===== src/logic/video_pkg.sv =====
// ~~~~~~~~~~~~~~~~~~~~~~~~~~~~~~~~~~~~~~~~~~~~~~~~~~~~~~~~~~~~~~~~~~~~~~~~~~
// Shared raster constants, widths and the fetch state encoding for the
// character video block. Modules refer to it by scoped names.
// ~~~~~~~~~~~~~~~~~~~~~~~~~~~~~~~~~~~~~~~~~~~~~~~~~~~~~~~~~~~~~~~~~~~~~~~~~~

package video_pkg;

    // Raster geometry, in pixels and lines
    localparam int HTOTAL   = 384;
    localparam int HVISIBLE = 256;
    localparam int VTOTAL   = 264;
    localparam int VVISIBLE = 224;

    // Tiles are 8x8, one ROM word per tile row
    localparam int TILE_W    = 8;
    localparam int LINE_COLS = HTOTAL / TILE_W;

    // Column strobes seen during vertical blanking, and the first one
    // of the last blank line, where line 0 gets preloaded
    localparam int BLANK_COLS  = (VTOTAL - VVISIBLE) * LINE_COLS;
    localparam int PRELOAD_COL = BLANK_COLS - LINE_COLS;

    // Longest graphics ROM answer, in pixel periods
    localparam int ROM_WAIT_MAX = 5;

    typedef logic [8:0]  hcnt_t;
    typedef logic [8:0]  vcnt_t;
    typedef logic [9:0]  vram_addr_t;   // row * 32 + column
    typedef logic [9:0]  tile_code_t;
    typedef logic [3:0]  pal_idx_t;
    typedef logic [5:0]  char_pxl_t;    // {palette group, colour}
    typedef logic [12:0] rom_addr_t;    // {tile code, row in tile}
    typedef logic [15:0] rom_word_t;    // 8 pixels x 2 bits
    typedef logic [3:0]  rgb4_t;

    typedef enum logic [2:0] {
        IDLE,
        MAP_RD,
        ROM_RD,
        ROM_WAIT,
        HOLD
    } fetch_state_t;

endpackage


===== src/logic/video_timing.sv =====
// ~~~~~~~~~~~~~~~~~~~~~~~~~~~~~~~~~~~~~~~~~~~~~~~~~~~~~~~~~~~~~~~~~~~~~~~~~~
// Raster counters for a 384x264 frame with a 256x224 visible window.
// Gives blanking levels and the strobe that opens each 8-pixel column.
// ~~~~~~~~~~~~~~~~~~~~~~~~~~~~~~~~~~~~~~~~~~~~~~~~~~~~~~~~~~~~~~~~~~~~~~~~~~
`timescale 1ns/100ps

module video_timing (
    input  logic              clk,
    input  logic              rst_n,
    input  logic              cen6,
    output video_pkg::hcnt_t  hdump,
    output video_pkg::vcnt_t  vdump,
    output logic              lhbl,
    output logic              lvbl,
    output logic              col_start
);

    logic line_end;
    logic frame_end;

    assign line_end  = hdump == video_pkg::hcnt_t'(video_pkg::HTOTAL - 1);
    assign frame_end = vdump == video_pkg::vcnt_t'(video_pkg::VTOTAL - 1);

    // Start on the last blank line so that the fetch preloads line 0
    // and both blanks stay low until the first frame begins
    always_ff @(posedge clk or negedge rst_n) begin
        if (!rst_n) begin
            hdump <= video_pkg::hcnt_t'(video_pkg::HVISIBLE);
            vdump <= video_pkg::vcnt_t'(video_pkg::VTOTAL - 1);
        end else if (cen6) begin
            if (line_end) begin
                hdump <= '0;
                if (frame_end) begin
                    vdump <= '0;
                end else begin
                    vdump <= vdump + 1'b1;
                end
            end else begin
                hdump <= hdump + 1'b1;
            end
        end
    end

    // Active high while inside the visible window
    assign lhbl = hdump < video_pkg::hcnt_t'(video_pkg::HVISIBLE);
    assign lvbl = vdump < video_pkg::vcnt_t'(video_pkg::VVISIBLE);

    // One clock wide, only on the pixel enable
    assign col_start = cen6 && (hdump[2:0] == 3'd0);

endmodule


===== config.mk =====
export PLATFORM = sky130hd
export DESIGN_NAME = video_timing
export DESIGN_NICKNAME = d
export VERILOG_FILES = /design/src/logic/video_pkg.sv /design/src/logic/video_timing.sv
export SDC_FILE = /design/constraint.sdc
export NUM_CORES = 1
export LEC_CHECK = 0
export BUFFER_PORTS_ARGS = -buffer_cell sky130_fd_sc_hd__buf_2
export CORE_UTILIZATION = 55
export DETAILED_ROUTE_END_ITERATION = 7
export PLACE_DENSITY = 0.82
export SYNTH_ARGS = -nofsm -noshare
export SYNTH_HDL_FRONTEND = slang
export SYNTH_SLANG_ARGS = --single-unit

===== constraint.sdc =====
create_clock -name clk -period 3.1 [get_ports clk]
set_input_delay 0.62 -clock clk [delete_from_list [all_inputs] [get_ports clk]]
set_output_delay 0.62 -clock clk [all_outputs]
set_load 0.02 [all_outputs]

Word level (Yosys, flattened, before mapping)
Cells that the tools add are included.
Operators by class
  reductions and logical operators: 3
  magnitude comparators: 2
  eq/ne operators: 2
  add/sub/neg operators: 2
  mux-type cells: 2
Operator list (count)
  adder 9 x 1 -> 9 bit (second input constant): 2
  equality test 9 bit (second input constant): 2
  2-to-1 mux 9 bit: 2
  < comparator 9 x 8 -> 1 bit (second input constant): 1
  < comparator 9 bit (second input constant): 1
  logical NOT 3 bit: 1
  AND reduction 2 bit: 1
  logical AND 1 bit: 1
Word-level totals
  input port bits: 3
  bits in registers: 18
  output and inout port bits: 21
  logic and storage cells: 13

Longest topological paths before layout
  depth in word-level cells: 2
  depth in mapped cells: 5
  mapped depth without buffers: 5

Worst setup path after synthesis
Ideal clock, no wire load.
  path kind: reg-to-reg
  from: register vdump[8]
  to: register vdump[6]
  required time: 2.975 ns
  setup slack: 1.213 ns
  library setup time: 0.125 ns
  path buffers: 0
  period minus slack after synthesis: 1.887 ns
  cell stages (with the launch flop): 5
  arrival time: 1.762 ns
  path through: dfstp_2 or4b_4 or4_4 a21oi_2 o22ai_1
On the way
  cells in the longest elaborated chain, start to end: 2
Ends and longest elaborated chain
  start: declaration: RTL line video_timing.sv:12  | output video_pkg::vcnt_t vdump,
  start signal: assignment: RTL line video_timing.sv:29  | vdump <= video_pkg::vcnt_t'(video_pkg::VTOTAL - 1);
  start signal: assignment: RTL line video_timing.sv:36  | vdump <= vdump + 1'b1;
  equality test 9 bit: RTL line video_timing.sv:22  | assign frame_end = vdump == video_pkg::vcnt_t'(video_pkg::VTOTAL - 1);
  2-to-1 mux 9 bit: RTL line video_timing.sv:33  | if (frame_end) begin
Every way passes these cells.
A chain may end at the register's enable or synchronous reset.

Final worst setup path
  from: register vdump[8]
  to: register vdump[7]
The elaborated chain is that of the path after synthesis.

==> impl_metrics.csv <==
group,metric,value,unit
outcome,status,"finished, violations left",
outcome,violations,"DRC",
critical_path,required,3290,ps
synth,yosysSeqAreaShare,47.90,%
floorplan,placementRows,14,
clocking,cts_tree,"built",
placement,io_buffers,23,
detailed_routing,vias,803,
timing,slew_viol_final,0,
detailed_routing,wl_per_cell,14.50,µm
cells_and_area,fin_cells,137,
synth,synthTopCellsByArea,"dfrtp_1, dfstp_2, nand2_1",
critical_path,worstPathArrival,2190,ps
synth,syn_area_per_cell,9.931,µm²
global_routing,gr-total-overflow,0,
synth,yosysUniqueCellTypes,31,
detailed_routing,dr.pass1.iters,6,
clocking,clkTransAtPathRegs,100,ps
clocking,clk_latency,290,ps
cells_and_area,diodes,0,
cells_and_area,drive_gt1_share,32.23,%
synth,ys_ff_latch,18,
min_path,min_path_type,"in -> async",
detailed_routing,drt-initial-drc-count,15,
global_routing,grt_pass1_vias,727,
synth,async_reset_ff_share,100.0,%
power_and_ir_drop,p_leak,0.5292,nW
timing,worst_slew_pin_slew,531.7,ps
clocking,cts_buffer_depth,2,
timing,slew-limit-headroom,64.23,%
synth,synth_top_cells_by_count,"nand2_1, dfrtp_1, xnor2_1",
placement,dp_hpwl,1.472,mm
critical_path,ff2ff_path_depth,4,
floorplan,ios,24,
timing,fmax,501.0,MHz
synth,synth_area_leader_cell,"dfrtp_1",
floorplan,core_area,1559,µm²
critical_path,path_class,"reg -> reg",
clocking,cts_resized,0,
placement,place.gp.congestion,0.7864,
critical_path,path_max_fanout,5,
cells_and_area,nets,128,
synth,synthesis.area,953.4,µm²
power_and_ir_drop,power_density,557.0,nW/µm²
global_routing,antenna_found_initial,0,
flow_run,max_cap_viol_count,0,
floorplan,dieArea,1904,µm²
detailed_routing,ant_nets,0,
clocking,cts-root-buf,"clkbuf_4",
critical_path,ff2ff_setup_slack,1100,ps
synth,synth_top_area_share,34.12,%
timing,post-route-min-period,1996,ps
global_routing,grt_pass1_wl,3.194,mm
power_and_ir_drop,ir_worst_vdd,0.4084,mV
critical_path,crit_path_end_kind,"register",
timing,finalCritPeriodShare,64.39,%
floorplan,die_h,43.64,µm
placement,place_inst,133,
timing,rsz0062_at_grt,"no",
synth,synth_cells,96,
timing,hold_viol,0,
cells_and_area,fillCellCount,125,
detailed_routing,drc,1,
floorplan,start_util,61.16,%
floorplan,dieWidth,43.64,µm
timing,setup_tns,0,ps
detailed_routing,vias_per_cell,5.861,
global_routing,grt_max_degree,19,
clocking,hold_buffers,0,
power_and_ir_drop,finalPower,0.6216,mW
global_routing,track_usage,22.50,%
clocking,cts_buffers,3,
clocking,cts_htree_levels,1,
clocking,post_cts_buffers,0,
critical_path,start_kind,"register",
cells_and_area,area_growth_syn_to_layout,17.06,%
synth,ys.flop_type,"dfrtp_1",
synth,syn-num-nets,102,
synth,synth_edf_count,0,
synth,ys_warn_count,0,
timing,setup_viol,0,
timing,finalClockSkew,2.135,ps
synth,synth_most_common_cell,"nand2_1",
detailed_routing,totalWireLength,1.987,mm
clocking,clkSinkCount,18,
final timing paths:
| path | endpoint | startpoint |
|---|---|---|
| hold / removal | hdump[1] | rst_n |
| min in group clk | hdump[6] | hdump[6] |
| setup / recovery | vdump[7] | vdump[8] |
| setup reg to reg | vdump[7] | vdump[8] |
| max in group asynchronous | vdump[2] | rst_n |
| hold reg to reg | hdump[6] | hdump[6] |
through the flow:
stage | hold WS [ps] | cell area [µm²] | worst slack, ps | utilization [%]
3_5_place_dp | 491.1 | 1080 | 1144 | 69.26
5_1_grt | 260.3 | 1116 | 1040 | 71.59
4_1_cts | 236.1 | 1116 | 1122 | 71.59
3_3_place_gp | 480.6 | 1080 | 1173 | 69.26
2_1_floorplan | 324.4 | 953.4 | 1213 | -
6_report | 232.0 | 1116 | 1104 | 71.59
cell families (layout without fill, tap and decap cells):
| group | Yosys count | count (layout) | synth area share [%] |
|---|---|---|---|
| AND/OR/NAND/NOR | 45 | 45 | 27.16 |
| flip-flops | 18 | 18 | 47.90 |
| AO/OA/AOI/OAI | 13 | 13 | 8.268 |
| XOR/XNOR | 7 | 7 | 6.431 |
| buffers and inverters | 7 | 32 | 2.886 |
| adder cells (fa/ha/maj) | 3 | 3 | 3.937 |
| multiplexers | 3 | 3 | 3.412 |
cell usage in the layout (no fill, tap or decap):
cell,instances
nor4_1,1
o21ai_1,1
clkbuf_4,3
or3_1,2
nor4_4,1
and3_1,3
o41ai_1,1
xor2_1,1
a21oi_1,2
xnor2_1,6
mux2_2,2
or4_4,2
nor3_1,3
ha_1,3
dfstp_2,5
nand2_1,14
a21oi_2,1
nand4_1,5
dfrtp_1,13
o21ai_0,5
nand2b_1,2
nand3_1,5
or4b_4,1
buf_2,23
and4_1,1
o2bb2ai_1,1
nor2_1,5
mux2i_1,1
inv_1,5
clkbuf_8,1
o22ai_1,1
a31oi_1,1
sequential cells by signal, indices dropped and copies added, names as in the netlist:
| register | count |
|---|---|
| hdump | 9 |
| vdump | 9 |
critical path, stage by stage (launching register included):
cell and delay (ps):
dfstp_2 580, or4b_4 470, nor4_1 480, nor2_1 90, mux2_2 270
layer usage:
metal	part of all wire [%]	track usage [%]	vias to the layer above	routed length, µm
met5	0	0	-	0
met4	0.86	8.750	0	17
met3	5.4	4.167	3	107
met2	47	35.52	28	933
met1	47	30.71	374	929
li1	-	-	398	-
power by group:
group	internal (mW)	switching (mW)	total, mW
registers	0.269	0.0459	0.315
clock network	0.0716	0.0722	0.144
logic	0.0557	0.107	0.163
cell type report:
cell class / instances / area [µm²] / area share [%]
multi-input combinational: 71 / 469.2 / 42.04
sequential: 18 / 456.7 / 40.92
tap: 16 / 20.02 / 1.794
timing repair buffer: 23 / 115.1 / 10.31
clock buffer: 4 / 36.28 / 3.251
inverter: 5 / 18.77 / 1.682
Power figures use the tool's default switching activity.
