[config.mk]
export PLATFORM = sky130hd
export DESIGN_NAME = char_fetch_fsm_flat
export DESIGN_NICKNAME = d
export VERILOG_FILES = /design/src/logic/video_pkg.sv /design/src/logic/fetch_if.sv /design/src/logic/char_fetch_fsm.sv /design/src/flat_wrapper.sv
export SDC_FILE = /design/constraint.sdc
export NUM_CORES = 1
export LEC_CHECK = 0
export BUFFER_PORTS_ARGS = -buffer_cell sky130_fd_sc_hd__buf_4
export CORE_MARGIN = 5
export CORE_UTILIZATION = 35
export DETAILED_ROUTE_END_ITERATION = 6
export PLACE_DENSITY = 0.59
export SYNTH_ARGS = -nofsm -noshare
export SYNTH_HDL_FRONTEND = slang
export SYNTH_SLANG_ARGS = --single-unit
[constraint.sdc]
create_clock -name clk -period 1.9 [get_ports clk]
set_input_delay 0.095 -clock clk [delete_from_list [all_inputs] [get_ports clk]]
set_output_delay 0.095 -clock clk [all_outputs]
set_load 0.01 [all_outputs]
[src/logic/video_pkg.sv]
// ~~~~~~~~~~~~~~~~~~~~~~~~~~~~~~~~~~~~~~~~~~~~~~~~~~~~~~~~~~~~~~~~~~~~~~~~~~
// Shared raster constants, widths and the fetch state encoding for the
// character video block. Modules refer to it by scoped names.
// ~~~~~~~~~~~~~~~~~~~~~~~~~~~~~~~~~~~~~~~~~~~~~~~~~~~~~~~~~~~~~~~~~~~~~~~~~~

package video_pkg;

    // Raster geometry, in pixels and lines
    localparam int HTOTAL   = 384;
    localparam int HVISIBLE = 256;
    localparam int VTOTAL   = 264;
    localparam int VVISIBLE = 224;

    // Tiles are 8x8, one ROM word per tile row
    localparam int TILE_W    = 8;
    localparam int LINE_COLS = HTOTAL / TILE_W;

    // Column strobes seen during vertical blanking, and the first one
    // of the last blank line, where line 0 gets preloaded
    localparam int BLANK_COLS  = (VTOTAL - VVISIBLE) * LINE_COLS;
    localparam int PRELOAD_COL = BLANK_COLS - LINE_COLS;

    // Longest graphics ROM answer, in pixel periods
    localparam int ROM_WAIT_MAX = 5;

    typedef logic [8:0]  hcnt_t;
    typedef logic [8:0]  vcnt_t;
    typedef logic [9:0]  vram_addr_t;   // row * 32 + column
    typedef logic [9:0]  tile_code_t;
    typedef logic [3:0]  pal_idx_t;
    typedef logic [5:0]  char_pxl_t;    // {palette group, colour}
    typedef logic [12:0] rom_addr_t;    // {tile code, row in tile}
    typedef logic [15:0] rom_word_t;    // 8 pixels x 2 bits
    typedef logic [3:0]  rgb4_t;

    typedef enum logic [2:0] {
        IDLE,
        MAP_RD,
        ROM_RD,
        ROM_WAIT,
        HOLD
    } fetch_state_t;

endpackage

[src/logic/fetch_if.sv]
// ~~~~~~~~~~~~~~~~~~~~~~~~~~~~~~~~~~~~~~~~~~~~~~~~~~~~~~~~~~~~~~~~~~~~~~~~~~
// Fetch control between the tile fetch FSM and the character layer.
// The FSM sequences the strobes, the layer returns the ROM ok level.
// ~~~~~~~~~~~~~~~~~~~~~~~~~~~~~~~~~~~~~~~~~~~~~~~~~~~~~~~~~~~~~~~~~~~~~~~~~~
`timescale 1ns/100ps

interface fetch_if;

    logic map_rd;       // one clock, latch the video RAM word
    logic rom_cs;       // request held until ok
    logic rom_ok;
    logic data_latch;   // one clock, ROM word is valid
    logic shift_load;   // column boundary, move word into shifter

    modport fsm (
        output map_rd, rom_cs, data_latch, shift_load,
        input  rom_ok
    );

    modport layer (
        input  map_rd, rom_cs, data_latch, shift_load,
        output rom_ok
    );

endinterface

[src/logic/char_fetch_fsm.sv]
// ~~~~~~~~~~~~~~~~~~~~~~~~~~~~~~~~~~~~~~~~~~~~~~~~~~~~~~~~~~~~~~~~~~~~~~~~~~
// Per-column fetch sequencer. Each column strobe reads the tile map, then
// the graphics ROM, and the word is handed to the shifter one column later.
// ~~~~~~~~~~~~~~~~~~~~~~~~~~~~~~~~~~~~~~~~~~~~~~~~~~~~~~~~~~~~~~~~~~~~~~~~~~
`timescale 1ns/100ps

module char_fetch_fsm (
    input  logic  clk,
    input  logic  rst_n,
    input  logic  cen6,
    input  logic  col_start,
    input  logic  lvbl,
    fetch_if.fsm  fetch
);

    video_pkg::fetch_state_t state;
    video_pkg::fetch_state_t state_nxt;

    logic [$clog2(video_pkg::BLANK_COLS)-1:0]     blank_cnt;
    logic [$clog2(video_pkg::ROM_WAIT_MAX+2)-1:0] wait_cnt;
    logic                                         fetch_en;

    // Column strobes counted through vertical blanking. Only the last
    // blank line fetches. Reset lands on that line.
    always_ff @(posedge clk or negedge rst_n) begin
        if (!rst_n) begin
            blank_cnt <= ($bits(blank_cnt))'(video_pkg::PRELOAD_COL);
        end else if (lvbl) begin
            blank_cnt <= '0;
        end else if (col_start) begin
            blank_cnt <= blank_cnt + 1'b1;
        end
    end

    assign fetch_en = lvbl || (blank_cnt >= ($bits(blank_cnt))'(video_pkg::PRELOAD_COL));

    always_ff @(posedge clk or negedge rst_n) begin
        if (!rst_n) begin
            state <= video_pkg::IDLE;
        end else begin
            state <= state_nxt;
        end
    end

    always_comb begin
        state_nxt = state;
        case (state)
            video_pkg::IDLE: begin
                if (col_start && fetch_en) begin
                    state_nxt = video_pkg::MAP_RD;
                end
            end
            video_pkg::MAP_RD: state_nxt = video_pkg::ROM_RD;
            // ok may still be high from the last word here, so it is ignored
            video_pkg::ROM_RD: state_nxt = video_pkg::ROM_WAIT;
            video_pkg::ROM_WAIT: begin
                if (fetch.rom_ok) begin
                    state_nxt = video_pkg::HOLD;
                end
            end
            video_pkg::HOLD: begin
                if (col_start) begin
                    state_nxt = fetch_en ? video_pkg::MAP_RD : video_pkg::IDLE;
                end
            end
            default: state_nxt = video_pkg::IDLE;
        endcase
    end

    assign fetch.map_rd     = state == video_pkg::MAP_RD;
    assign fetch.rom_cs     = (state == video_pkg::ROM_RD) || (state == video_pkg::ROM_WAIT);
    assign fetch.data_latch = (state == video_pkg::ROM_WAIT) && fetch.rom_ok;
    assign fetch.shift_load = (state == video_pkg::HOLD) && col_start;

    // Pixel periods spent waiting on the ROM, saturates one past the limit
    always_ff @(posedge clk or negedge rst_n) begin
        if (!rst_n) begin
            wait_cnt <= '0;
        end else if (state != video_pkg::ROM_WAIT) begin
            wait_cnt <= '0;
        end else if (cen6 && wait_cnt <= ($bits(wait_cnt))'(video_pkg::ROM_WAIT_MAX)) begin
            wait_cnt <= wait_cnt + 1'b1;
        end
    end

    a_rom_wait_max : assert property (
        @(posedge clk) disable iff (!rst_n)
        (state == video_pkg::ROM_WAIT) |->
            (wait_cnt <= ($bits(wait_cnt))'(video_pkg::ROM_WAIT_MAX))
    ) else $error("char ROM answer later than %0d pixels", video_pkg::ROM_WAIT_MAX);

endmodule

[src/flat_wrapper.sv]
// flat-port wrapper written by rule: the top's interface ports become plain ports
module char_fetch_fsm_flat 
  (clk, rst_n, cen6, col_start, lvbl, fetch_map_rd, fetch_rom_cs, fetch_data_latch, fetch_shift_load, fetch_rom_ok);
  fetch_if fetch_i ();
  input  logic clk;
  input  logic rst_n;
  input  logic cen6;
  input  logic col_start;
  input  logic lvbl;
  output wire logic [$bits(fetch_i.map_rd)-1:0] fetch_map_rd;
  output wire logic [$bits(fetch_i.rom_cs)-1:0] fetch_rom_cs;
  output wire logic [$bits(fetch_i.data_latch)-1:0] fetch_data_latch;
  output wire logic [$bits(fetch_i.shift_load)-1:0] fetch_shift_load;
  input wire logic [$bits(fetch_i.rom_ok)-1:0] fetch_rom_ok;
  assign fetch_map_rd = fetch_i.map_rd;
  assign fetch_rom_cs = fetch_i.rom_cs;
  assign fetch_data_latch = fetch_i.data_latch;
  assign fetch_shift_load = fetch_i.shift_load;
  assign fetch_i.rom_ok = fetch_rom_ok;
  char_fetch_fsm u_core (.clk(clk), .rst_n(rst_n), .cen6(cen6), .col_start(col_start), .lvbl(lvbl), .fetch(fetch_i));
endmodule
* After elaboration in Yosys (flattened, before gate mapping) *
Index checks and enable logic that the tools add are counted.

cells by class
  add/sub/neg operators = 1
  order comparisons = 1
  muxes and demuxes = 7
  eq/ne operators = 7
  reductions and logical operators = 8

operator list
  cell                                            count
  two-way mux 11 bit                              2
  case mux 3 bit (5 select lines)                 1
  adder 11 x 1 -> 11 bit (second input constant)  1
  >= comparator 11 bit (second input constant)    1
  two-way mux 3 bit                               3
  == test 3 x 2 -> 1 bit (second input constant)  2
  != test 2 bit (second input constant)           2
  == test 3 x 1 -> 1 bit (second input constant)  1
  == test 3 bit (second input constant)           1
  logical AND 1 bit                               3
  logical NOT 3 bit                               1
  AND reduction 3 bit                             1
  logical OR 1 bit                                2
  != test 2 x 1 -> 1 bit (second input constant)  1
  nonzero test 2 bit                              1
  two-way mux 1 bit                               1

storage, ports and cells
  register bits after elaboration = 14
  output and inout port bits = 4
  input port bits = 6

* Logic depth before layout (Yosys ltp) *
  depth in word-level cells = 5
  depth in mapped cells = 4
  mapped depth without buffers = 4

* Worst setup path before layout *
OpenSTA, ideal clock, no wires.

  path kind = reg-to-reg
  start = reg u_core.blank_cnt[4] (netlist bit)
  end = reg u_core.blank_cnt[10] (netlist bit)
  path slack = 0.477 ns
  data arrival time = 1.341 ns
  cell stages (with the launch flop) = 4
  cells stage by stage = dfstp_2 nand4_2 nor4_1 mux2_2

between the ends
  word-level cells in the longest chain between the ends = 3

RTL lines
  item                    line                  text
  from (decl)             char_fetch_fsm.sv:19  logic [$clog2(video_pkg::BLANK_COLS)-1:0] blank_cnt;
  from (signal assigned)  char_fetch_fsm.sv:27  blank_cnt <= ($bits(blank_cnt))'(video_pkg::PRELOAD_COL);
  from (signal assigned)  char_fetch_fsm.sv:31  blank_cnt <= blank_cnt + 1'b1;
  adder 11 x 1 -> 11 bit  char_fetch_fsm.sv:31
  two-way mux 11 bit      char_fetch_fsm.sv:30  end else if (col_start) begin
  two-way mux 11 bit      char_fetch_fsm.sv:28  end else if (lvbl) begin

No other way between the ends. The select of a mux whose other input is x is not followed.
A chain may end at the register's enable or synchronous reset.

* Final worst setup path *
Ends and elaborated chain as after synthesis.

==> impl_results.md <==
* Layout fillers at 211
* Max Clock Skew at ~6.4 ps
* Gr ovfl total at 0
* Worst EP required at between 2000 and 2500 ps
* Max Clk Rate at roughly 640 MHz
* Die H at roughly 56 µm
* DP Area at 831 µm²
* Post-synthesis sequential area ratio at 0.472
* CTS Buf Count at 3
* Register bit total from synthesis at 14
* Drt initial violations at 6
* Vias at between 500 and 600
* Run status: completed
* Std-Cell Rows at 16
* Mapped Avg Cell Area at roughly 10 µm²
* Pwr dens at roughly 820 nW/µm²
* Root buffer cell: clkbuf_4
* Core box area at 2000 µm²
* Unrepaired setup endpoints after global routing: no
* Wirelength per Cell at 13.1 µm
* Reg2Reg Depth at 3
* Clock-pin slew on the worst setup and hold paths at 80 ps
* Vias in the first global route at roughly 530
* Netlist cell types at 31
* CTS tree: yes
* Reg2reg setup slack at 330 ps
* Die Span X at approximately 56 µm
* CP endpoint: u_core.blank_cnt[10]$_DFFE_PN1P_
* DR pass1 iterations at 2
* Crit Path Category: flip-flop to flip-flop
* Clk buf depth at 2
* CP endpoint kind: flip-flop
* Post-layout utilization of the core at 0.433
* Critical R2R Launch: u_core.blank_cnt[4]$_DFFE_PN1P_
* Placed cells at 107
* Yosys warns at 0
* Final HPWL DP at 1040 µm
* DRC Markers at 0
* Slew margin rel. at 0.763
* Synth Net Count at between 80 and 90
* Final Non-Filler Cells at about 110
* Resized Gates After CTS at 0
* Hold path start: lvbl
* I/O Pins at 10
* Pin slew with the least headroom to its limit at 354 ps
* Starting density of the core at 0.378
* All-Layer GR Usage at 0.0982
* Number of diodes at 0
* Layout cells sized above 1 at 0.247
* Worst setup SP type: flip-flop
* Clock sink count at 14
* Largest net degree at the start of global routing at 18
* Design Area, Final at between 800 and 900 µm²
* Max-cap violation count at 0
* Leak at roughly 0.35 nW
* Max VDD drop at slightly above 0.4 mV
* Antenna Nets Post-Route at 0
* Final Critical Period at about 1600 ps
* DIE AREA at 3190 µm²
* Post-Syn Area at roughly 760 µm²
* First-pass GRT wire length at roughly 2500 µm
* Nets at between 90 and 100
* Final hold violations at 0
* Setup violators final at 0
* Tcrit/Tclk final at 0.828
* Final setup TNS at 0 ps
* Hold Crit Class: input port to flip-flop
* Placer Congestion at between 0.6 and 0.7
* Area growth, synth to finish at 14.7%
* Syn Inst Count at 75
* Initial antenna violation count at 0
* Later-pin clock latency in the skew report at 270 ps
* Final slew viol count at 0
* H-tree levels at 1
* Port buffer count at 8
* Crit. Startpoint: u_core.blank_cnt[4]$_DFFE_PN1P_
* RR Endpoint: u_core.blank_cnt[10]$_DFFE_PN1P_
* Final wirelength at roughly 1500 µm
* Vias per cell at 5.07
* Critical path fanouts, max at 7
* Crit path arrival time at 1770 ps
where the power goes:
part / internal (mW) / switching [mW]
logic: 0.0900 / 0.0866
clock network: 0.0811 / 0.0879
registers: 0.332 / 0.0370
total: 0.503 / 0.212
sequential cells by signal (all words and copies together), names as in the netlist:
signal / count
u_core.blank_cnt: 11
u_core.state: 3
cells in the final DEF (no fill, tap or decap), drive strengths merged, types with 3 or more instances in the layout:
| cell type | synthesis | routed |
|---|---|---|
| or3 | 3 | 3 |
| nand2 | 6 | 6 |
| nor2 | 8 | 8 |
| clkbuf | 1 | 4 |
| o21ai | 4 | 4 |
| a21oi | 6 | 6 |
| inv | 3 | 3 |
| buf | 2 | 8 |
| xor2 | 3 | 3 |
| and3 | 3 | 3 |
| dfrtp | 9 | 9 |
| dfstp | 5 | 5 |
worst min path at each step:
| stage | slack (ps) | depth (start not counted) | to |
|---|---|---|---|
| 2_1_floorplan | -200 | 0 | u_core.blank_cnt[0]$_DFFE_PN0P_ |
| 3_3_place_gp | -40 | 1 | u_core.blank_cnt[7]$_DFFE_PN0P_ |
| 3_5_place_dp | -40 | 1 | u_core.blank_cnt[5]$_DFFE_PN0P_ |
| 4_1_cts | 90 | 2 | u_core.blank_cnt[4]$_DFFE_PN1P_ |
| 5_1_grt | 80 | 2 | u_core.state[2]$_DFFE_PN0P_ |
| 6_report | 90 | 2 | u_core.blank_cnt[4]$_DFFE_PN1P_ |
Yosys cell counts:
cell type	instances	share of area
nor4_1	1	0.0083
ha_1	2	0.033
dfrtp_1	9	0.30
mux2i_1	1	0.013
inv_1	3	0.015
nor3b_1	1	0.0099
dfstp_2	5	0.17
xnor2_1	1	0.012
a32o_1	1	0.013
nand2_1	6	0.030
nor2_1	8	0.040
nand3_1	1	0.0066
o31ai_1	2	0.020
a31oi_1	1	0.0083
nor3_1	1	0.0066
o21bai_1	1	0.0099
or3_2	2	0.020
xor2_1	3	0.035
clkbuf_1	1	0.0050
nor2b_1	2	0.017
and3_1	3	0.025
o2111ai_4	1	0.035
o211ai_1	1	0.0099
or4_1	2	0.020
buf_4	2	0.020
nand4_2	1	0.017
mux2_2	1	0.015
a21oi_1	6	0.040
o2111ai_1	1	0.012
o21ai_0	4	0.026
or3_1	1	0.0083
final cells by class:
cell class | instances | area, µm² | share of cell area
clock buffer | 4 | 26.3 | 0.0303
sequential | 14 | 357 | 0.411
tap | 27 | 33.8 | 0.0390
timing repair buffer | 9 | 70.1 | 0.0808
inverter | 3 | 11.3 | 0.0130
multi-input combinational | 55 | 369 | 0.426
what timing repair did:
item                                   in CTS  in global routing
setup buffers                               0                  0
endpoints found under the hold margin      14                  0
hold buffers                                1                  0
kinds of logic (layout without fill, tap and decap cells):
family | count (synthesis) | count (layout) | synth area share
and+or+nand+nor | 29 | 29 | 0.207
AOI/OAI and AO/OA | 18 | 18 | 0.174
DFF | 14 | 14 | 0.472
buffers and inverters | 6 | 16 | 0.0397
xor gates and xnor gates | 4 | 4 | 0.0464
adders and majority gates | 2 | 2 | 0.0331
muxes | 2 | 2 | 0.0281
through the flow:
step	setup WS [ps]	hold slack (ps)	total power, mW
6_report	326	93.4	0.715
5_1_grt	224	76.0	0.774
4_1_cts	312	85.5	0.727
3_5_place_dp	333	-42.7	0.551
3_3_place_gp	376	-40.9	0.545
2_1_floorplan	477	-201	0.473
routing by layer:
| layer | share of wire | track usage | vias to the layer above |
|---|---|---|---|
| met1 | 0.50 | 0.130 | 274 |
| met5 | 0 | 0 | - |
| met2 | 0.48 | 0.152 | 4 |
| met4 | 0 | 0.0305 | 0 |
| met3 | 0.023 | 0.0298 | 0 |
| li1 | - | - | 290 |
worst max-delay path, cell delays in order (launching register included):
cell and delay, ps:
dfstp_2 590, nand4_2 200, nor4_1 350, mux2_2 370
No activity file was read; power rests on OpenSTA's default activity.
