### src/logic/video_pkg.sv
// ~~~~~~~~~~~~~~~~~~~~~~~~~~~~~~~~~~~~~~~~~~~~~~~~~~~~~~~~~~~~~~~~~~~~~~~~~~
// Shared raster constants, widths and the fetch state encoding for the
// character video block. Modules refer to it by scoped names.
// ~~~~~~~~~~~~~~~~~~~~~~~~~~~~~~~~~~~~~~~~~~~~~~~~~~~~~~~~~~~~~~~~~~~~~~~~~~

package video_pkg;

    // Raster geometry, in pixels and lines
    localparam int HTOTAL   = 384;
    localparam int HVISIBLE = 256;
    localparam int VTOTAL   = 264;
    localparam int VVISIBLE = 224;

    // Tiles are 8x8, one ROM word per tile row
    localparam int TILE_W    = 8;
    localparam int LINE_COLS = HTOTAL / TILE_W;

    // Column strobes seen during vertical blanking, and the first one
    // of the last blank line, where line 0 gets preloaded
    localparam int BLANK_COLS  = (VTOTAL - VVISIBLE) * LINE_COLS;
    localparam int PRELOAD_COL = BLANK_COLS - LINE_COLS;

    // Longest graphics ROM answer, in pixel periods
    localparam int ROM_WAIT_MAX = 5;

    typedef logic [8:0]  hcnt_t;
    typedef logic [8:0]  vcnt_t;
    typedef logic [9:0]  vram_addr_t;   // row * 32 + column
    typedef logic [9:0]  tile_code_t;
    typedef logic [3:0]  pal_idx_t;
    typedef logic [5:0]  char_pxl_t;    // {palette group, colour}
    typedef logic [12:0] rom_addr_t;    // {tile code, row in tile}
    typedef logic [15:0] rom_word_t;    // 8 pixels x 2 bits
    typedef logic [3:0]  rgb4_t;

    typedef enum logic [2:0] {
        IDLE,
        MAP_RD,
        ROM_RD,
        ROM_WAIT,
        HOLD
    } fetch_state_t;

endpackage

### src/logic/color_mix.sv
// ~~~~~~~~~~~~~~~~~~~~~~~~~~~~~~~~~~~~~~~~~~~~~~~~~~~~~~~~~~~~~~~~~~~~~~~~~~
// Colour output stage. Looks up the 64-entry CPU palette, forces black
// while blanking and delays both blanks to line up with the colour.
// ~~~~~~~~~~~~~~~~~~~~~~~~~~~~~~~~~~~~~~~~~~~~~~~~~~~~~~~~~~~~~~~~~~~~~~~~~~
`timescale 1ns/100ps

module color_mix (
    input  logic                  clk,
    input  logic                  rst_n,
    input  logic                  cen6,
    input  video_pkg::char_pxl_t  char_pxl,
    input  logic                  lhbl,
    input  logic                  lvbl,
    // CPU
    input  logic                  cpu_cen,
    input  logic                  pal_cs,
    input  logic                  wr_n,
    input  logic [5:0]            cpu_addr,
    input  logic [11:0]           cpu_dout,
    // Pixel output
    output video_pkg::rgb4_t      red,
    output video_pkg::rgb4_t      green,
    output video_pkg::rgb4_t      blue,
    output logic                  lhbl_dly,
    output logic                  lvbl_dly
);

    logic [11:0] pal_ram [0:63];
    logic [11:0] pal_rgb;
    logic        lhbl_d1;
    logic        lvbl_d1;

    // Entry layout is R, G, B from the top nibble down
    always_ff @(posedge clk) begin
        if (cpu_cen && pal_cs && !wr_n) begin
            pal_ram[cpu_addr] <= cpu_dout;
        end
    end

    assign pal_rgb = pal_ram[char_pxl];

    // The layer pixel trails the counters by one cen6, so the blanks
    // take two stages against one for the colour
    always_ff @(posedge clk or negedge rst_n) begin
        if (!rst_n) begin
            lhbl_d1  <= 1'b0;
            lvbl_d1  <= 1'b0;
            lhbl_dly <= 1'b0;
            lvbl_dly <= 1'b0;
            red      <= '0;
            green    <= '0;
            blue     <= '0;
        end else if (cen6) begin
            lhbl_d1  <= lhbl;
            lvbl_d1  <= lvbl;
            lhbl_dly <= lhbl_d1;
            lvbl_dly <= lvbl_d1;
            if (lhbl_d1 && lvbl_d1) begin
                red   <= pal_rgb[11:8];
                green <= pal_rgb[7:4];
                blue  <= pal_rgb[3:0];
            end else begin
                red   <= '0;
                green <= '0;
                blue  <= '0;
            end
        end
    end

endmodule

### config.mk
export PLATFORM = sky130hd
export DESIGN_NAME = color_mix
export DESIGN_NICKNAME = d
export VERILOG_FILES = /design/src/logic/video_pkg.sv /design/src/logic/color_mix.sv
export SDC_FILE = /design/constraint.sdc
export NUM_CORES = 1
export LEC_CHECK = 0
export BUFFER_PORTS_ARGS = -buffer_cell sky130_fd_sc_hd__buf_2
export CAP_MARGIN = 20
export CORE_MARGIN = 1
export CORE_UTILIZATION = 45
export CTS_BUF_LIST = sky130_fd_sc_hd__clkbuf_8
export DETAILED_ROUTE_END_ITERATION = 6
export GPL_TIMING_DRIVEN = 0
export PLACE_DENSITY = 0.71
export SLEW_MARGIN = 15
export SYNTH_ARGS = -nofsm -noshare
export SYNTH_HDL_FRONTEND = slang
export SYNTH_SLANG_ARGS = --single-unit
### constraint.sdc
create_clock -name clk -period 1.6 [get_ports clk]
set_clock_uncertainty 0.15 [all_clocks]
set_input_delay 0.16 -clock clk [delete_from_list [all_inputs] [get_ports clk]]
set_output_delay 0.16 -clock clk [all_outputs]
set_load 0.02 [all_outputs]
After elaboration in Yosys (flattened, before gate mapping)
Memories as Yosys holds them, arrays and structs flattened.
Cells that the tools add are included.
{"block": "totals", "inputBits": 32, "output_inout_bits": 14, "memories": 1, "elab_cells": 17, "reg_bits": 16, "mem_bits_rw": 768}
{"block": "classes", "reduce_logical": 4, "muxes": 5}
{"name": "pal_ram", "depth": 64, "width": 12, "read_ports": 1, "rd_clocked_by_memory_dff": 0, "wr": 1, "line_no": "color_mix.sv:28", "rtl": "logic [11:0] pal_ram [0:63];"}
{"cell": "$mux 4", "n": 3}
{"cell": "$logic_and 1x1->1", "n": 3}
{"cell": "$mux 1", "n": 2}
{"cell": "$logic_not 1->1", "n": 1}

Depth between registers and ports, before layout
Gate-level depths: netlist of the first run.
{"block": "depth", "ltp_word": 4, "mapped_depth": 8, "depth_no_buf": 5}

Least setup slack after synthesis of the first run
No wires, ideal clock.
{"block": "synth_path", "path_kind": "input to register", "from": "in cpu_addr[5]", "to": "mem pal_ram[39][0], enable pin", "t_arrival_ns": 1.532, "stages": 4, "setup_slack_ns": -0.462, "path_buffers": 2, "cell_sequence": "clkbuf_1 > or3b_2 > clkbuf_1 > nor2_1"}
{"element": "from (decl)", "line_no": "color_mix.sv:18", "rtl": "input logic [5:0] cpu_addr,"}
{"element": "to (decl)", "line_no": "color_mix.sv:28"}
No word-level cell before the write port.

Worst setup path in the final report of the first run
{"block": "layout_path", "from": "in char_pxl[2]", "to": "reg red[3]"}
{"block": "layout_via", "elab_chain_len": 2}
{"element": "from (decl)", "line_no": "color_mix.sv:11", "rtl": "input video_pkg::char_pxl_t char_pxl,"}
{"element": "$mem_v2 64x12"}
{"element": "$mux 4", "line_no": "color_mix.sv:58", "rtl": "if (lhbl_d1 && lvbl_d1) begin"}
{"element": "to (signal assigned)", "line_no": "color_mix.sv:59", "rtl": "red <= pal_rgb[11:8];"}
{"element": "to (decl)", "line_no": "color_mix.sv:21", "rtl": "output video_pkg::rgb4_t red,"}
Every way passes these cells.
A chain may end at the register's enable or synchronous reset.

==> results of run 1 <==
==> worst min path at each step <==
stage                            to        start  slack, ns  depth (start not counted)
detailed placement          lhbl_d1        rst_n      -0.01                          1
global placement           lvbl_dly        rst_n      -0.03                          1
finish              pal_ram[63][10]  cpu_addr[1]       0.05                          3
floorplan                   blue[0]        rst_n      -0.29                          0
global route         pal_ram[23][3]  cpu_addr[1]       0.04                          3
CTS                  pal_ram[39][9]  cpu_addr[1]      0.006                          3
==> power by group through the flow <==
stage / registers, uW / logic, uW / clock network [uW]
5_1_grt: 22700 / 2880 / 16900
4_1_cts: 22700 / 2620 / 16100
6_report: 22700 / 2780 / 15900
3_3_place_gp: 23100 / 2280 / 0
3_5_place_dp: 23100 / 2360 / 0
2_1_floorplan: 23100 / 1190 / 0
==> registers in the layout, indices dropped and copies added (netlist names) <==
name	count
green	4
lhbl_d1	1
lvbl_dly	1
lhbl_dly	1
blue	4
lvbl_d1	1
pal_ram	768
red	4
==> logic make-up (layout without fill, tap and decap cells) <==
family | after synthesis | after routing | synth area share [%]
flip-flops | 784 | 784 | 77.47
buffers and inverters | 75 | 365 | 1.533
other | 0 | 1 | 0
multiplexers | 292 | 292 | 17.60
AND/OR/NAND/NOR | 166 | 166 | 2.508
AO/OA/AOI/OAI | 36 | 36 | 0.8923
==> final cells by class <==
cell class | count | area, um2 | area share, %
clock buffers | 119 | 1638 | 4.584
flip-flops and latches | 784 | 23470 | 65.69
inverters | 1 | 3.754 | 0.01051
well taps | 864 | 1081 | 3.026
plain buffers | 74 | 539.3 | 1.509
repair buffers | 69 | 646.9 | 1.811
clock inverters | 102 | 634.4 | 1.776
multi-input cells | 494 | 7714 | 21.59
diodes | 1 | 2.502 | 0.007004
==> placed cells by master (no fill, tap or decap), types with 5 or more instances in the layout <==
master | Yosys | layout
a22oi_1 | 36 | 21
a22oi_2 | 0 | 15
buf_12 | 0 | 5
buf_2 | 20 | 37
buf_4 | 16 | 27
buf_6 | 12 | 25
bufinv_16 | 0 | 8
clkbuf_1 | 24 | 14
clkbuf_8 | 0 | 126
clkinv_1 | 0 | 44
clkinv_2 | 0 | 16
dfrtp_1 | 16 | 11
dfrtp_2 | 0 | 5
dlygate4sd3_1 | 0 | 19
edfxtp_1 | 768 | 768
inv_1 | 1 | 31
mux2i_1 | 96 | 26
mux2i_2 | 0 | 25
mux2i_4 | 0 | 45
mux4_2 | 192 | 192
nand2_1 | 32 | 25
nand2_4 | 0 | 6
nand2b_1 | 12 | 12
nand3_1 | 28 | 21
nand3_2 | 0 | 5
nand4_1 | 12 | 12
nor2_4 | 0 | 65
==> through the flow <==
step | utilization (%) | instance area [um2] | worst slack, ns
2_1_floorplan | - | 30940 | -0.2130
3_3_place_gp | 48.65 | 32210 | -1.311
3_5_place_dp | 48.81 | 32320 | -1.328
4_1_cts | 53.30 | 35290 | -0.2487
5_1_grt | 53.96 | 35730 | -0.3544
6_report | 53.96 | 35730 | -0.3476
==> per-layer routing <==
metal	GRT usage, %	vias up	wire [um]	share of wire [%]
met3	4.791	112	6934	8.8
met4	8.156	0	2234	2.8
met1	32.99	8146	31520	40
met2	37.62	754	38090	48
li1	-	6093	-	-
met5	0	-	0	0
==> worst max-delay path, cell delays in order <==
cell	delay, ns
buf_2	0.27
clkbuf_1	0.76
mux4_2	0.46
mux2i_4	0.27
a22oi_2	0.16
nand4_1	0.22
nand3_1	0.10
==> repair_timing <==
action                                  in CTS  in global routing
resized for setup                          111                 65
hold buffers                                14                  6
pin swaps                                   11                 23
setup buffers                                4                  1
endpoints found under the hold margin      261                336
endpoints found under the setup margin      26                 28
==> out/metrics.csv, run 1 <==
metric,value,unit
synth.distinct_cells,24,
p_int,31930,uW
synth-seq-cells,784,
cts_tree,yes,
p_per_area,1157,nW/um2
final_layout_size_suffix_gt1_share,38.10,%
synth_area,30290,um2
dieArea,68350,um2
yosys.area.top_type,edfxtp_1,
vias,15110,
first_global_vias,15080,
num_io_pins,46,
required,2.06,ns
grt_setup_unrepaired,true,
seq_power_share,54.9,%
r2r_end,red[3],
setup_tns,-3.216,ns
clkTransAtPathRegs,0.07,ns
status,finished with violations,
syn_nets,1385,
ys_top_cells_by_count,"edfxtp_1, mux4_2, mux2i_1, nor2_1, a22oi_1",
nets,1573,
start_util,45.74,%
cts_buffers,117,
whs,0.04899,ns
slew_viol_final,0,
critical_path_class,primary input to register,
core_area,66220,um2
rr_worst_depth,5,
p_switching,9417,uW
path_max_fanout,10,
p_clk_share,38.3,%
syn_to_final_growth,17.97,%
postLayoutSetupSlackWorst,-0.3476,ns
ys_top_cells_by_area,"edfxtp_1, mux4_2, mux2i_1",
numClockSinks,784,
finalHoldViolCount,0,
cp-endpoint,red[3],
dp_cells,2261,
p_total,41350,uW
ys_async_sr_fraction,2.041,%
fin_cells,2508,
cts_buffer_depth,3,
setup_violations,24,
io_buffer_count,39,
cap_violations,0,
combPwrFrac,6.7,%
synth_top_area_share,76.15,%
rrSetupSlack,-0.31,ns
relSlewSlack,36.10,%
syn_inst,1353,
avgRoutedWirePerCell,31.41,um
grt_pass1_wl,110.8,mm
ir_drop,709.4,uV
htreeDepth,3,
die_w,261.4,um
antenna_found_initial,1,
ant_nets,0,
synthMostInstantiatedCell,edfxtp_1,
dp_hpwl,50.19,mm
grt_use_total,23.71,%
drc_errors,0,
swShare,22.78,%
min_period_over_period,121.7,%
die_height,261.4,um
yosysSeqAreaShare,77.47,%
worst_pin_slew,0.9585,ns
gp_congestion,1.030,
drt_iter0_drc,1617,
timing.critical_path.from,char_pxl[2],
syn_area_per_cell,22.38,um2
synth_flop_cell,edfxtp_1,
drt-pass1-iter-count,5,
viasPerCell,6.023,
yosysWarnings,0,
grt_overflow,0,
r2r_start,pal_ram[52][11],
arrival,2.41,ns
critPathLaunchType,primary input,
hp-class,primary input to register,
insertion_delay,0.75,ns
end_kind,register,
violations,negative setup slack,
p_leak,0.01118,uW
fmax,513.4,MHz
drt_wl_total,78.78,mm
fin_crit,1.948,ns
synth_edf_count,768,
fill_cells,4979,
row_count,94,
grt_max_degree,65,
clockRootBuffer,clkbuf_8,
(Power assumes the default switching activity.)
==> run 2, diff against run 1 <==
--- a/config.mk
+++ b/config.mk
@@ -12,6 +12,7 @@
 export CTS_BUF_LIST = sky130_fd_sc_hd__clkbuf_8
 export DETAILED_ROUTE_END_ITERATION = 6
 export GPL_TIMING_DRIVEN = 0
+export HOLD_SLACK_MARGIN = 0.12
 export PLACE_DENSITY = 0.71
 export SLEW_MARGIN = 15
 export SYNTH_ARGS = -nofsm -noshare
==> constraint.sdc (replaced) <==
create_clock -name clk -period 2.46 [get_ports clk]
set_clock_uncertainty 0.15 [all_clocks]
set_input_delay 0.246 -clock clk [delete_from_list [all_inputs] [get_ports clk]]
set_output_delay 0.246 -clock clk [all_outputs]
set_load 0.02 [all_outputs]
==> run 2 against run 1 <==
- the run still ends with negative setup slack left
- global-route usage down 0.11 points
- combinational power down 46%
- power down 37%
==> out/metrics.csv, run 2 (synthesis results as in run 1) <==
metric,value,unit,change
slew_viol_final,0,,unchanged
relSlewSlack,19.97,%,-16 points
final_design_area_no_fill,34400,um2,-3.7%
die_w,261.4,um,unchanged
violations,negative setup slack,,
grt_setup_unrepaired,true,,
p_switching,5893,uW,-37%
top_register,pal_ram,,
fin_cells,2517,,+0.36%
num_io_pins,46,,unchanged
status,finished with violations,,
nets,1591,,+1.1%
end_kind,register,,
pre_cts_ws,-0.8045,ns,+0.5232 ns
arrival,2.79,ns,+0.38 ns
whs,0.1578,ns,+0.1088 ns
critPathLaunchType,primary input,,
clockRootBuffer,clkbuf_8,,
cts_tree,yes,,
postLayoutSetupSlackWorst,-0.1449,ns,+0.2027 ns
grt_max_degree,65,,unchanged
critical_path_class,primary input to register,,
dp_hpwl,50.45,mm,+0.51%
ant_nets,0,,unchanged
grt_overflow,0,,unchanged
dp_cells,2284,,+1.0%
p_clk_share,37.9,%,-0.4 points
layout_common_cells,"edfxtp_1, mux4_2, clkbuf_8, mux2i_1, buf_2",,
viasPerCell,5.967,,-0.93%
avgRoutedWirePerCell,31.12,um,-0.93%
grt_pass1_wl,110.3,mm,-0.53%
row_count,94,,unchanged
core_area,66220,um2,unchanged
first_global_vias,15120,,+0.29%
combPwrFrac,5.8,%,-0.9 points
ir_drop,596.4,uV,-16%
hold_depth,1,,-2
largest_reg_flops,768,,unchanged
drt_wl_total,78.33,mm,-0.57%
cap_violations,0,,unchanged
drt-pass1-iter-count,5,,unchanged
dieArea,68350,um2,unchanged
fin_crit,2.605,ns,
seq_power_share,56.3,%,+1.4 points
clkTransAtPathRegs,0.07,ns,about the same
path_max_fanout,12,,+2
worst_pin_slew,1.200,ns,+0.2420 ns
vias,15020,,-0.58%
drt_iter0_drc,1864,,+15%
p_leak,0.01112,uW,-0.51%
placed_cell_area,31990,um2,-1.0%
fmax,383.9,MHz,
die_height,261.4,um,unchanged
htreeDepth,3,,unchanged
insertion_delay,0.75,ns,about the same
p_int,20290,uW,-36%
final_layout_size_suffix_gt1_share,30.30,%,-7.8 points
min_period_over_period,105.9,%,
cts_buffers,115,,-1.7%
setup_violations,84,,+250%
finalHoldViolCount,0,,unchanged
mostFrequentLayoutCell,edfxtp_1,,
drc_errors,0,,unchanged
numClockSinks,784,,unchanged
io_buffer_count,39,,unchanged
p_per_area,761.2,nW/um2,-34%
required,2.65,ns,+0.59 ns
gp_congestion,1.088,,+5.6%
antenna_found_initial,5,,+4
start_util,45.74,%,unchanged
rr_worst_depth,5,,unchanged
syn_to_final_growth,13.59,%,
grt_use_total,23.60,%,-0.11 points
swShare,22.50,%,-0.27 points
hp-class,primary input to register,,
cts_buffer_depth,3,,unchanged
==> run 2: per-layer routing <==
metal | part of all wire, % | vias to the layer above | routed length (um) | track usage [%]
met1 | 40 | 7990 | 31340 | 32.39
li1 | - | 6113 | - | -
met5 | 0 | - | 0 | 0
met2 | 48 | 816 | 37700 | 37.35
met4 | 2.3 | 0 | 1837 | 7.316
met3 | 9.5 | 99 | 7451 | 5.981
==> run 2: per-stage QoR <==
| stage | util [%] | power [uW] | TNS [ns] |
|---|---|---|---|
| floorplan | - | 15780 | 0 |
| global placement | 47.67 | 16450 | -573.13 |
| detailed placement | 48.31 | 16500 | -382.06 |
| CTS | 51.82 | 26270 | -0.7063 |
| global route | 51.95 | 26900 | -11.03 |
| finish | 51.96 | 26190 | -9.171 |
==> run 2: worst max-delay path, stage by stage <==
cell and delay, ns:
buf_2 0.08, nand2_1 0.06, nor3b_1 0.61, nand3_1 0.85, nor2_2 0.95
==> run 2: repair_timing <==
item,in CTS,in global routing
hold endpoints to repair,413,320
resized for setup,0,4
hold buffers,17,5
setup endpoints to repair,31,158
setup buffers,0,0
==> run 2: worst paths after layout <==
check / endpoint / start / slack (ns)
worst max-delay path: pal_ram[47][3] / cpu_cen / -0.14
worst min-delay path: pal_ram[56][10] / cpu_dout[10] / 0.16
worst max register to register: green[3] / lvbl_d1 / 0.07
worst min register to register: green[3] / green[3] / 0.36
max in group asynchronous: green[3] / rst_n / 0.73
min in group asynchronous: blue[0] / rst_n / 0.76
==> run 2: layout make-up <==
cell class	instances	area [um2]
Inverter	1	3.754
Tap cell	864	1081
Timing Repair Buffer	89	743.2
Clock buffer	121	1665
Antenna cell	3	7.507
Clock inverter	87	491.7
Sequential cell	784	23460
Multi-Input combinational cell	494	6487
Buffer	74	460.4
Fill cell	5133	31810
==> run 2: power by group through the flow <==
stage          Combinational [uW]  Sequential (uW)  Clock (uW)
3_5_place_dp                 1460            15000           0
2_1_floorplan                 727            15100           0
6_report                     1510            14800        9930
5_1_grt                      1570            14700       10600
4_1_cts                      1490            14800       10000
3_3_place_gp                 1420            15000           0
==> run 3, diff against run 2 <==
--- a/config.mk
+++ b/config.mk
@@ -14,6 +14,7 @@
 export GPL_TIMING_DRIVEN = 0
 export HOLD_SLACK_MARGIN = 0.12
 export PLACE_DENSITY = 0.71
+export RECOVER_POWER = 50
 export SLEW_MARGIN = 15
 export SYNTH_ARGS = -nofsm -noshare
 export SYNTH_HDL_FRONTEND = slang
==> run 3 against run 2 <==
- largest power group unchanged
- the flow finishes with violations (max-capacitance violations, max-slew violations, negative setup slack)
- critical endpoint is now pal_ram[39][1]
- via count shrank 0.23%
- register-to-register slack gained 0.04 ns
- critical path depth is the same
- power is essentially flat
==> out/metrics.csv, run 3 (synthesis results as in run 1) <==
metric,value,unit,change
status,finished with violations,,
violations,"max-capacitance violations, max-slew violations, negative setup slack",,
r2r_end,green[3],,
syn_to_final_growth,13.36,%,
worst_path_max_delay_cell,nor2_2,,
grt_max_degree,65,,unchanged
min_period_over_period,105.6,%,-0.25 points
wl_met3,7.871,mm,+5.6%
rrSetupSlack,0.11,ns,+0.04 ns
viasPerCell,5.953,,-0.23%
final_layout_size_suffix_gt1_share,30.12,%,-0.18 points
wl_met1,30.82,mm,-1.7%
hold_path.startpoint,char_pxl[1],,
clockRootBuffer,clkbuf_8,,
ant_nets,0,,unchanged
top_register,pal_ram,,
hold_depth,6,,+5
p_total,26190,uW,about the same
drt_wl_total,78.35,mm,about the same
worstHoldEndpoint,blue[3],,
fill_cells,5142,,+0.18%
slowest_delay,0.96,ns,about the same
htreeDepth,3,,unchanged
cap_violations,3,,+3
num_io_pins,46,,unchanged
layout_common_cells,"edfxtp_1, mux4_2, clkbuf_8, mux2i_1, buf_2",,
ir_drop,595.8,uV,-0.10%
gp_congestion,1.088,,unchanged
postCtsSetupRepairBufs,0,,unchanged
slew_viol_final,195,,+195
dr.max_layer_used,met4,,
vias,14980,,-0.23%
dp_hpwl,50.45,mm,unchanged
critical_path_class,primary input to register,,
arrival,2.80,ns,about the same
cts_buffer_depth,3,,unchanged
required,2.66,ns,about the same
cp_cell_sequence,buf_2 -> nand2_1 -> nor3b_1 -> nand3_1 -> nor2_2,,
path_max_fanout,12,,unchanged
setup_violations,84,,unchanged
die_w,261.4,um,unchanged
cts_tree,yes,,
dieArea,68350,um2,unchanged
die_height,261.4,um,unchanged
core_area,66220,um2,unchanged
critPathLaunchType,primary input,,
finalHoldViolCount,0,,unchanged
p_leak,0.01109,uW,-0.26%
mostFrequentLayoutCell,edfxtp_1,,
worst_pin_slew,1.591,ns,+0.3906 ns
grt_use_total,23.60,%,unchanged
final_design_area_no_fill,34330,um2,-0.20%
grt_pass1_wl,110.3,mm,unchanged
drt_iter0_drc,1882,,+0.97%
placed_cell_area,31990,um2,unchanged
cts_buffers,115,,unchanged
relSlewSlack,-6.069,%,-26 points
grt_setup_unrepaired,true,,
r2r_start,lvbl_d1,,
setup_tns,-8.083,ns,+1.087 ns
drc_errors,0,,unchanged
hp-class,primary input to register,,
nets,1591,,unchanged
start_util,45.74,%,unchanged
end_kind,register,,
first_global_vias,15120,,unchanged
insertion_delay,0.76,ns,about the same
rr_worst_depth,5,,unchanged
postLayoutSetupSlackWorst,-0.1389,ns,+0.006035 ns
numClockSinks,784,,unchanged
avgRoutedWirePerCell,31.13,um,about the same
io_buffer_count,39,,unchanged
largest_reg_flops,768,,unchanged
clkTransAtPathRegs,0.06,ns,about the same
p_per_area,762.9,nW/um2,+0.22%
grt_overflow,0,,unchanged
row_count,94,,unchanged
fin_crit,2.599,ns,-0.006035 ns
antenna_found_initial,4,,-1
met2_length,37.59,mm,-0.30%
drt-pass1-iter-count,7,,+2
fmax,384.8,MHz,+0.23%
run 3: cell count changes in the layout (fill, tap and decap cells not counted):
cell,delta
buf_2,-4
buf_12,-3
clkbuf_1,+3
clkbuf_2,+12
buf_4,-8
run 3: worst max path at each step:
| stage | depth (start not counted) | slack [ns] | to | start |
|---|---|---|---|---|
| 2_1_floorplan | 4 | 0.31 | pal_ram[39][0] | cpu_addr[5] |
| 3_3_place_gp | 5 | -1.09 | pal_ram[7][9] | cpu_cen |
| 3_5_place_dp | 5 | -0.80 | pal_ram[39][9] | cpu_cen |
| 4_1_cts | 5 | -0.05 | pal_ram[39][1] | cpu_cen |
| 5_1_grt | 5 | -0.17 | pal_ram[47][3] | cpu_cen |
| 6_report | 5 | -0.14 | pal_ram[39][1] | cpu_cen |
run 3: cell type report:
cell class,count,area (um2),area share (%)
antenna,3,7.507,0.02187
clock inverter,87,491.7,1.432
sequential,784,23460,68.34
multi-input combinational,494,6487,18.90
timing repair buffer,89,674.4,1.964
clock buffer,121,1665,4.850
inverter,1,3.754,0.01093
buffer,74,460.4,1.341
tap,864,1081,3.149
run 3: critical path: cells and delay by family:
family                 cells  cell delay [ns]
buffers and inverters      1             0.08
and+or+nand+nor            4             2.47
run 3: per-stage QoR:
step | setup slack (ns) | hold slack (ns) | utilization (%) | cells
finish | -0.1389 | 0.2736 | 51.85 | 2517
global route | -0.1740 | 0.3015 | 51.84 | 2515
CTS | -0.04625 | 0.1224 | 51.82 | 2509
detailed placement | -0.8045 | 0.08134 | 48.31 | 2284
global placement | -1.088 | 0.07552 | 47.67 | 2256
floorplan | 0.3116 | -0.1996 | - | 1353
run 3: report_power, final:
group	total, uW	leakage [uW]	switching [uW]	internal (uW)
Sequential	14800	0.00711	34.0	14700
Clock	9930	0.00122	4890	5050
Combinational	1490	0.00276	978	513
Total	26200	0.0111	5900	20300
run 3: routing by layer:
layer | vias up | track usage (%)
met2 | 791 | 37.35
met1 | 7956 | 32.39
met5 | - | 0
met3 | 118 | 5.981
li1 | 6119 | -
met4 | 0 | 7.316
run 3: what timing repair did:
action,CTS,global route
gates resized for setup,0,4
hold endpoints to repair,413,320
pin swaps,0,0
hold buffers,17,5
endpoints found under the setup margin,31,158
